File: src/dcache_pkg.sv
// Shared definitions for the data cache pipeline
// Cache geometry, op and size encodings, address union and pipeline structs

`default_nettype none

package dcache_pkg;

    // Cache geometry
    localparam int DATA_WIDTH   = 32;
    localparam int DATA_SIZE    = DATA_WIDTH / 8;
    localparam int ADDR_WIDTH   = 16;
    localparam int LINE_SIZE    = 16;
    localparam int LINE_WIDTH   = LINE_SIZE * 8;
    localparam int CACHE_SIZE   = 256;
    localparam int LINE_COUNT   = CACHE_SIZE / LINE_SIZE;
    localparam int OFFSET_WIDTH = $clog2(LINE_SIZE);
    localparam int INDEX_WIDTH  = $clog2(LINE_COUNT);
    localparam int TAG_WIDTH    = ADDR_WIDTH - INDEX_WIDTH - OFFSET_WIDTH;

    typedef enum logic [1:0] {
        OP_NONE  = 2'b00,
        OP_LOAD  = 2'b01,
        OP_STORE = 2'b10,
        OP_FILL  = 2'b11
    } dc_op_e;

    // Encoding 2'b11 is left unused
    typedef enum logic [1:0] {
        SIZE_BYTE = 2'b00,
        SIZE_HALF = 2'b01,
        SIZE_WORD = 2'b10
    } dc_size_e;

    typedef struct packed {
        logic [TAG_WIDTH-1:0]    tag;
        logic [INDEX_WIDTH-1:0]  index;
        logic [OFFSET_WIDTH-1:0] offset;
    } dc_addr_fields_t;

    // A byte address seen either as one word or split into its fields
    typedef union packed {
        logic [ADDR_WIDTH-1:0] word;
        dc_addr_fields_t       fields;
    } dc_addr_u;

    typedef struct packed {
        logic                  valid;
        dc_op_e                op;
        logic [ADDR_WIDTH-1:0] addr;
        dc_size_e              size;
        logic [DATA_WIDTH-1:0] data;
        logic [LINE_WIDTH-1:0] fill_data;
    } dc_req_t;

    typedef struct packed {
        logic                    valid;
        dc_op_e                  op;
        logic [TAG_WIDTH-1:0]    tag;
        logic [INDEX_WIDTH-1:0]  index;
        logic [OFFSET_WIDTH-1:0] offset;
        logic [DATA_SIZE-1:0]    byte_sel;
        logic [DATA_WIDTH-1:0]   data;
        logic [LINE_WIDTH-1:0]   fill_data;
        logic                    wr_valid;
        logic                    wr_dirty;
    } dc_stage_t;

    typedef struct packed {
        logic                  valid;
        logic                  dirty;
        logic [TAG_WIDTH-1:0]  tag;
        logic [LINE_WIDTH-1:0] data;
    } dc_line_t;

    typedef struct packed {
        logic                   en;
        logic [INDEX_WIDTH-1:0] index;
        dc_line_t               line;
    } dc_wr_t;

    typedef struct packed {
        logic                  valid;
        logic                  hit;
        logic [DATA_WIDTH-1:0] data;
        logic                  victim_valid;
        logic [ADDR_WIDTH-1:0] victim_addr;
        logic [LINE_WIDTH-1:0] victim_data;
    } dc_rsp_t;

endpackage

`default_nettype wire

File: src/dcache_ram.sv
// Direct-mapped tag, state and line storage
// One synchronous write-first read port and one write port

`timescale 1ns/1ps
`default_nettype none

module dcache_ram (
    input  wire logic                                clk,
    input  wire logic                                i_reset,
    input  wire logic [dcache_pkg::INDEX_WIDTH-1:0]  i_rd_index,
    output dcache_pkg::dc_line_t                     o_rd_line,
    input  dcache_pkg::dc_wr_t                       i_wr
);

    logic [dcache_pkg::TAG_WIDTH-1:0]  tag_mem  [dcache_pkg::LINE_COUNT];
    logic [dcache_pkg::LINE_WIDTH-1:0] data_mem [dcache_pkg::LINE_COUNT];
    logic [dcache_pkg::LINE_COUNT-1:0] valid_q;
    logic [dcache_pkg::LINE_COUNT-1:0] dirty_q;
    logic                              rd_fwd;

    // A read of the set being written this cycle sees the new entry
    assign rd_fwd = i_wr.en & (i_wr.index == i_rd_index);

    // Tag and line payload
    always_ff @(posedge clk) begin
        if (i_wr.en) begin
            tag_mem[i_wr.index]  <= i_wr.line.tag;
            data_mem[i_wr.index] <= i_wr.line.data;
        end
    end

    // State bits must come up invalid and clean
    always_ff @(posedge clk) begin
        if (i_reset) begin
            valid_q <= '0;
            dirty_q <= '0;
        end else if (i_wr.en) begin
            valid_q[i_wr.index] <= i_wr.line.valid;
            dirty_q[i_wr.index] <= i_wr.line.dirty;
        end
    end

    always_ff @(posedge clk) begin
        if (rd_fwd) begin
            o_rd_line <= i_wr.line;
        end else begin
            o_rd_line.valid <= valid_q[i_rd_index];
            o_rd_line.dirty <= dirty_q[i_rd_index];
            o_rd_line.tag   <= tag_mem[i_rd_index];
            o_rd_line.data  <= data_mem[i_rd_index];
        end

        if (i_reset) begin
            o_rd_line.valid <= 1'b0;
            o_rd_line.dirty <= 1'b0;
        end
    end

    // A dirty line is always a valid line
    a_dirty_implies_valid: assert property (
        @(posedge clk) disable iff (i_reset)
        ~|(dirty_q & ~valid_q)
    );

endmodule

`default_nettype wire

File: src/dcache_ac.sv
// Address stage of the data cache pipeline
// Splits the address, builds the byte select and state bits, registers the op

`timescale 1ns/1ps
`default_nettype none

module dcache_ac (
    input  wire logic                                clk,
    input  wire logic                                i_reset,
    input  dcache_pkg::dc_req_t                      i_req,
    output logic [dcache_pkg::INDEX_WIDTH-1:0]       o_rd_index,
    output dcache_pkg::dc_stage_t                    o_stage
);

    dcache_pkg::dc_addr_u               addr;
    logic [dcache_pkg::DATA_SIZE-1:0]   byte_sel;
    dcache_pkg::dc_stage_t              stage_d;

    assign addr.word = i_req.addr;

    // The array read starts in the same cycle as the request
    assign o_rd_index = addr.fields.index;

    // Byte select always starts at the lowest byte of the word
    always_comb begin
        case (i_req.size)
            dcache_pkg::SIZE_BYTE: byte_sel = {{(dcache_pkg::DATA_SIZE-1){1'b0}}, 1'b1};
            dcache_pkg::SIZE_HALF: byte_sel = {{(dcache_pkg::DATA_SIZE-2){1'b0}}, 2'b11};
            dcache_pkg::SIZE_WORD: byte_sel = '1;
            default:               byte_sel = '0;
        endcase
    end

    always_comb begin
        stage_d.valid     = i_req.valid;
        stage_d.op        = i_req.op;
        stage_d.tag       = addr.fields.tag;
        stage_d.index     = addr.fields.index;
        stage_d.offset    = addr.fields.offset;
        stage_d.byte_sel  = byte_sel;
        stage_d.data      = i_req.data;
        stage_d.fill_data = i_req.fill_data;
        // Stores leave the line dirty, fills bring it in clean
        stage_d.wr_valid  = (i_req.op == dcache_pkg::OP_STORE) |
                            (i_req.op == dcache_pkg::OP_FILL);
        stage_d.wr_dirty  = (i_req.op == dcache_pkg::OP_STORE);
    end

    always_ff @(posedge clk) begin
        o_stage <= stage_d;
        if (i_reset) begin
            o_stage.valid <= 1'b0;
        end
    end

    a_size_legal: assert property (
        @(posedge clk) disable iff (i_reset)
        i_req.valid |-> (i_req.size != dcache_pkg::dc_size_e'(2'b11))
    );

endmodule

`default_nettype wire

File: src/dcache_dw.sv
// Hit and write stage of the data cache pipeline
// Bypass, hit check, load extraction, store merge, fill mux and victim output

`timescale 1ns/1ps
`default_nettype none

module dcache_dw (
    input  wire logic              clk,
    input  wire logic              i_reset,
    input  dcache_pkg::dc_stage_t  i_stage,
    input  dcache_pkg::dc_line_t   i_rd_line,
    output dcache_pkg::dc_wr_t     o_wr,
    output dcache_pkg::dc_rsp_t    o_rsp
);

    logic                                                   bypass;
    logic                                                   bypass_tag_match;
    dcache_pkg::dc_line_t                                   cur_line;
    logic                                                   cache_hit;
    logic                                                   is_fill;
    logic                                                   is_store;
    logic                                                   wr_en;
    logic [dcache_pkg::DATA_WIDTH-1:0]                      be_mask;
    logic [dcache_pkg::OFFSET_WIDTH+2:0]                    bit_shift;
    logic [dcache_pkg::LINE_WIDTH+dcache_pkg::DATA_WIDTH-1:0] ld_window;
    logic [dcache_pkg::DATA_WIDTH-1:0]                      ld_data;
    logic [dcache_pkg::LINE_WIDTH+dcache_pkg::DATA_WIDTH-1:0] st_mask_wide;
    logic [dcache_pkg::LINE_WIDTH+dcache_pkg::DATA_WIDTH-1:0] st_data_wide;
    logic [dcache_pkg::LINE_WIDTH-1:0]                      st_line;
    logic [dcache_pkg::LINE_WIDTH-1:0]                      wr_data;
    dcache_pkg::dc_addr_u                                   victim_addr;
    logic                                                   victim_valid;
    logic [dcache_pkg::LINE_WIDTH-1:0]                      victim_data;

    assign is_fill  = (i_stage.op == dcache_pkg::OP_FILL);
    assign is_store = (i_stage.op == dcache_pkg::OP_STORE);

    // The previous op's write lands in the array at the end of this cycle,
    // so the read entry is stale when that write hits the same set
    assign bypass           = o_wr.en & (o_wr.index == i_stage.index);
    assign bypass_tag_match = bypass & (o_wr.line.tag == i_stage.tag);

    always_comb begin
        cur_line.valid = bypass ? o_wr.line.valid : i_rd_line.valid;
        cur_line.dirty = bypass ? o_wr.line.dirty : i_rd_line.dirty;
        cur_line.tag   = bypass ? o_wr.line.tag   : i_rd_line.tag;
        cur_line.data  = bypass_tag_match ? o_wr.line.data : i_rd_line.data;
    end

    assign cache_hit = cur_line.valid & (cur_line.tag == i_stage.tag);

    // Fills always write, stores only when they hit
    assign wr_en = i_stage.valid & (is_fill | (is_store & cache_hit));

    // Expand the byte select into a bit mask over one data word
    always_comb begin
        for (int j = 0; j < dcache_pkg::DATA_SIZE; j++) begin
            be_mask[j*8 +: 8] = {8{i_stage.byte_sel[j]}};
        end
    end

    assign bit_shift = {i_stage.offset, 3'b000};

    // The zero word above the line makes bytes past the line end read as zero
    assign ld_window = {{dcache_pkg::DATA_WIDTH{1'b0}}, cur_line.data} >> bit_shift;
    assign ld_data   = ld_window[dcache_pkg::DATA_WIDTH-1:0] & be_mask;

    // Store bytes shifted past the line end fall off the top and are dropped
    assign st_mask_wide = {{dcache_pkg::LINE_WIDTH{1'b0}}, be_mask} << bit_shift;
    assign st_data_wide = {{dcache_pkg::LINE_WIDTH{1'b0}}, i_stage.data & be_mask} << bit_shift;

    assign st_line = (cur_line.data & ~st_mask_wide[dcache_pkg::LINE_WIDTH-1:0]) |
                     st_data_wide[dcache_pkg::LINE_WIDTH-1:0];

    assign wr_data = is_fill ? i_stage.fill_data : st_line;

    // Victim address points at the start of the replaced line
    always_comb begin
        victim_addr.fields.tag    = cur_line.tag;
        victim_addr.fields.index  = i_stage.index;
        victim_addr.fields.offset = '0;
    end

    // Only dirty victims need a writeback
    assign victim_valid = i_stage.valid & is_fill & cur_line.valid & cur_line.dirty;

    // The whole line being written is the victim when bypassing, whatever its tag
    assign victim_data = bypass ? o_wr.line.data : i_rd_line.data;

    always_ff @(posedge clk) begin
        o_wr.index      <= i_stage.index;
        o_wr.line.valid <= i_stage.wr_valid;
        o_wr.line.dirty <= i_stage.wr_dirty;
        o_wr.line.tag   <= i_stage.tag;
        o_wr.line.data  <= wr_data;

        o_rsp.data        <= ld_data;
        o_rsp.victim_addr <= victim_addr.word;
        o_rsp.victim_data <= victim_data;

        if (i_reset) begin
            o_wr.en            <= 1'b0;
            o_rsp.valid        <= 1'b0;
            o_rsp.hit          <= 1'b0;
            o_rsp.victim_valid <= 1'b0;
        end else begin
            o_wr.en            <= wr_en;
            o_rsp.valid        <= i_stage.valid;
            o_rsp.hit          <= i_stage.valid & cache_hit;
            o_rsp.victim_valid <= victim_valid;
        end
    end

    // A victim can only come out of a fill issued the cycle before
    a_victim_from_fill: assert property (
        @(posedge clk) disable iff (i_reset)
        o_rsp.victim_valid |-> ($past(i_stage.op) == dcache_pkg::OP_FILL)
    );

    // Every array write belongs to an op that is responding
    a_write_has_rsp: assert property (
        @(posedge clk) disable iff (i_reset)
        o_wr.en |-> o_rsp.valid
    );

endmodule

`default_nettype wire

File: src/dcache_top.sv
// Top level of the data cache pipeline
// Address stage, line arrays and hit and write stage

`timescale 1ns/1ps
`default_nettype none

module dcache_top (
    input  wire logic            clk,
    input  wire logic            i_reset,
    input  dcache_pkg::dc_req_t  i_req,
    output dcache_pkg::dc_rsp_t  o_rsp
);

    logic [dcache_pkg::INDEX_WIDTH-1:0] rd_index;
    dcache_pkg::dc_stage_t              stage;
    dcache_pkg::dc_line_t               rd_line;
    dcache_pkg::dc_wr_t                 wr;

    dcache_ac dcache_ac_inst (
        .clk        (clk),
        .i_reset    (i_reset),
        .i_req      (i_req),
        .o_rd_index (rd_index),
        .o_stage    (stage)
    );

    dcache_ram dcache_ram_inst (
        .clk        (clk),
        .i_reset    (i_reset),
        .i_rd_index (rd_index),
        .o_rd_line  (rd_line),
        .i_wr       (wr)
    );

    // The write struct also serves as the bypass source inside dcache_dw
    dcache_dw dcache_dw_inst (
        .clk       (clk),
        .i_reset   (i_reset),
        .i_stage   (stage),
        .i_rd_line (rd_line),
        .o_wr      (wr),
        .o_rsp     (o_rsp)
    );

endmodule

`default_nettype wire

File: config.mk
export PLATFORM = sky130hd
export DESIGN_NAME = dcache_top
export DESIGN_NICKNAME = d
export VERILOG_FILES = /design/src/dcache_pkg.sv /design/src/dcache_ram.sv /design/src/dcache_ac.sv /design/src/dcache_dw.sv /design/src/dcache_top.sv
export SDC_FILE = /design/constraint.sdc
export NUM_CORES = 2
export LEC_CHECK = 0
export ABC_AREA = 0
export BUFFER_PORTS_ARGS = -buffer_cell sky130_fd_sc_hd__buf_2
export CAP_MARGIN = 10
export CORE_MARGIN = 3
export CORE_UTILIZATION = 66
export DETAILED_ROUTE_END_ITERATION = 16
export PLACE_DENSITY_LB_ADDON = 0.12
export SYNTH_ARGS = -nofsm -noshare
export SYNTH_HDL_FRONTEND = slang
export SYNTH_SLANG_ARGS = --single-unit
File: constraint.sdc
create_clock -name clk -period 11.09 [get_ports clk]
set_input_delay 2.218 -clock clk [delete_from_list [all_inputs] [get_ports clk]]
set_output_delay 2.218 -clock clk [all_outputs]
set_load 0.01 [all_outputs]
==> impl_results.md <==
- Flops & latches, synth: 2708
- Placeable Area: 157000 um2
- Die height: 404 um
- Syn Area/Cell: 17.8 um2
- Post-synth EDFFs: 2176
- Clock slew at the register clock pins of the worst setup and hold paths: 0.06 ns
- Post-cts resize count: 0
- Ys flop type: edfxtp_1
- Number of setup buffers added after CTS: 0
- Pins over their slew limit: 0
- Worst path required time: 11.85 ns
- Netlist cell types: 83
- Num rows: 145
- DRT antenna net count: 0
- Endpoint class of the critical path: flip-flop
- RSZ-0062 raised after global routing: false
- DIE AREA: 163000 um2
- Worst IR Drop VDD: 178 uV
- CP Class: flip-flop to flip-flop
- Setup tns final: 0 ns
- Clock skew: between 0.06 and 0.07 ns
- Share of layout cells above drive strength 1: approximately a quarter
- First drt pass iteration count: 9
- Clk buf depth: 4
- Asr flop ratio synth: 0%
- Hold slack: 0.328 ns
- Cts bufs inserted: between 200 and 300
- CTS tree: yes
- Largest net degree at the start of global routing: 129
- Clk root buf: clkbuf_16
- GPL Wtd Cong: 1.05
- Failing checks: max-capacitance violations
- Reg2Reg Depth: 9
- F_max: 0.185 GHz
- Worst slew margin: less than 1%
- Maxcap violations: 1
- Drt wl/cell: 39.8 um
- Worst-Margin Slew: roughly 1.5 ns
- Worst Path Buf+Inv: 2
- Final Setup Violations: 0
- Yosys warning total: 0
- Final Cell Area: about 120000 um2
- Starting Density: 66.6%
- CP most frequent cell: o21ai_0
- CP max stage cell: nor4_1
- Initial DRC count: around 11000
- First-pass GRT wire length: between 400000 and 500000 um
- Mapped Cells: 5878
- Area delta synth->final: 12.2%
- Port-buffer cells: 357
- Worst-Skew Late Latency: between 0.9 and 1 ns
- CP delay by family, top: simple AND/OR/NAND/NOR gates
- Mapped Area: about 100000 um2
- Die Wd: 404 um
- Sequential area share after synthesis: 72.7%
- Crit path max fanout: 89
- Hold WC Path Type: flip-flop to flip-flop
- Sink Count: approximately 2700
- Filler instances: slightly below 9000
- Max stage delay on crit path: about 1.0 ns
- Final Hold Fails: 0
- Residual DRC: 0
- Setup WS pre-CTS: 5.92 ns
- Leakage: ~0.040 uW
- Via/cell ratio: 7.25
- Placed Area: 108000 um2
- I/O pin count: 362
- Final min period: roughly 5.4 ns
- CP Cell Sequence: buf_4, buf_12, nor2b_1, a221oi_1, a32o_1, nor4_1, o21ai_0, o21ai_0, o211ai_1
- Overflow after GRT: 0
- Hpwl dp: slightly above 200000 um
- Detailed-route via count: 62200
- Total routed wirelength: 342000 um
- H-Tree Depth: 5
- CP arrival: 6.16 ns
- Final worst setup slack: 5.70 ns
- Vias in the first global route: 61700
- CP startpoint kind: flip-flop
- GRT Total Usage: a little over two fifths
- Most frequent cells in the layout: edfxtp_1, nand2_1, mux4_2
- Status: finished with violations
- Commonest non-fill, non-tap cell in the layout: edfxtp_1
- PD cells: 191 nW/um2
- Hold-fix buffers at CTS: 0
- Crit share post-route: approximately half
- WHS Path Cells: 0
- Critical path depth in cells: 9
- Number of nets in the layout: 6484
- Initial antenna violation count: 21
## cell usage after synthesis, types with 16 or more instances
cell,instances,share of area (%)
mux4_2,589,13
a221oi_1,62,0.52
mux2i_1,245,2.3
buf_4,46,0.33
a31oi_1,29,0.17
and2_1,26,0.16
a22o_1,22,0.18
edfxtp_1,2176,63
a2bb2oi_1,19,0.16
nand2_1,640,2.3
nor2b_1,17,0.10
o21ai_0,135,0.65
inv_1,28,0.10
o211ai_1,31,0.22
buf_1,32,0.11
dfxtp_1,532,10
nand3_1,28,0.13
buf_6,25,0.27
mux2_2,49,0.53
nor2_1,253,0.91
o221ai_1,52,0.44
buf_2,86,0.41
o21a_1,60,0.43
a22oi_1,44,0.32
nand2b_1,16,0.096
a21oi_1,176,0.84
o22ai_1,26,0.16
a211oi_1,21,0.15
clkbuf_1,173,0.62
nor3_1,21,0.10
## worst register-to-register path: stages, from the launching register on
cell and delay, ns:
dfxtp_4 0.76, buf_4 0.65, buf_12 0.64, nor2b_1 0.91
a221oi_1 0.34, a32o_1 0.32, nor4_1 1.04, o21ai_0 0.26
o21ai_0 0.19, o211ai_1 0.15
## per-layer routing
layer  vias up  share of wire, %  GRT usage, %
met5         -             0.017             0
met4         8               6.5          23.1
met3      1006                15          13.8
met2      5351                45          61.3
met1     31600                34          57.9
li1      24200                 -             -
## cells by family after synthesis
logic type | after synthesis | synth area share (%)
xor+xnor | 22 | 0.184
fa+ha+maj | 2 | 0.0240
mux | 884 | 15.6
flops | 2708 | 72.7
compound gates | 801 | 5.33
other cells | 1 | 0.00359
simple gates | 1060 | 4.17
buf+inv | 400 | 1.95
## cell type report
class	instances	area (um2)	area share (%)
clock buffer	381	7850	6.70
clock inverter	102	932	0.795
multi-input combinational	2773	26600	22.7
inverter	33	176	0.151
sequential	2708	76000	64.9
antenna	17	42.5	0.0363
tap	2058	2570	2.20
timing repair buffer	504	3030	2.59
## per-stage QoR
stage	power, uW	util [%]	instances
final	22400	74.8	8576
after CTS	22400	74.7	8558
after floorplan	12600	-	5881
after detailed placement	13400	69.1	8075
after global placement	13400	69.1	8075
after global routing	22800	74.7	8560
## final timing paths
path / from / to / slack [ns]
setup / recovery: dcache_ac_inst.o_stage[170] / dcache_dw_inst.o_rsp[159] / 5.70
setup reg to reg: dcache_ac_inst.o_stage[170] / dcache_dw_inst.o_rsp[159] / 5.70
hold / removal: dcache_ac_inst.o_stage[1] / dcache_dw_inst.o_wr[137] / 0.33
hold reg to reg: dcache_ac_inst.o_stage[1] / dcache_dw_inst.o_wr[137] / 0.33
## power breakdown
| part | switching (uW) | internal (uW) | total, uW |
|---|---|---|---|
| sequential | 457 | 11300 | 11800 |
| combinational | 939 | 528 | 1470 |
| clock | 3780 | 5340 | 9120 |
| total | 5170 | 17200 | 22400 |
## registers in the layout, indices dropped and copies added, names as in the netlist
| signal | flops |
|---|---|
| dcache_ac_inst.o_stage | 184 |
| dcache_ram_inst.data_mem | 2048 |
| dcache_dw_inst.o_rsp | 172 |
| dcache_ram_inst.tag_mem | 128 |
| dcache_ram_inst.o_rd_line | 2 |
| dcache_ram_inst.dirty_q | 16 |
| dcache_dw_inst.o_wr | 142 |
| dcache_ram_inst.valid_q | 16 |
(Power assumes the default switching activity.)
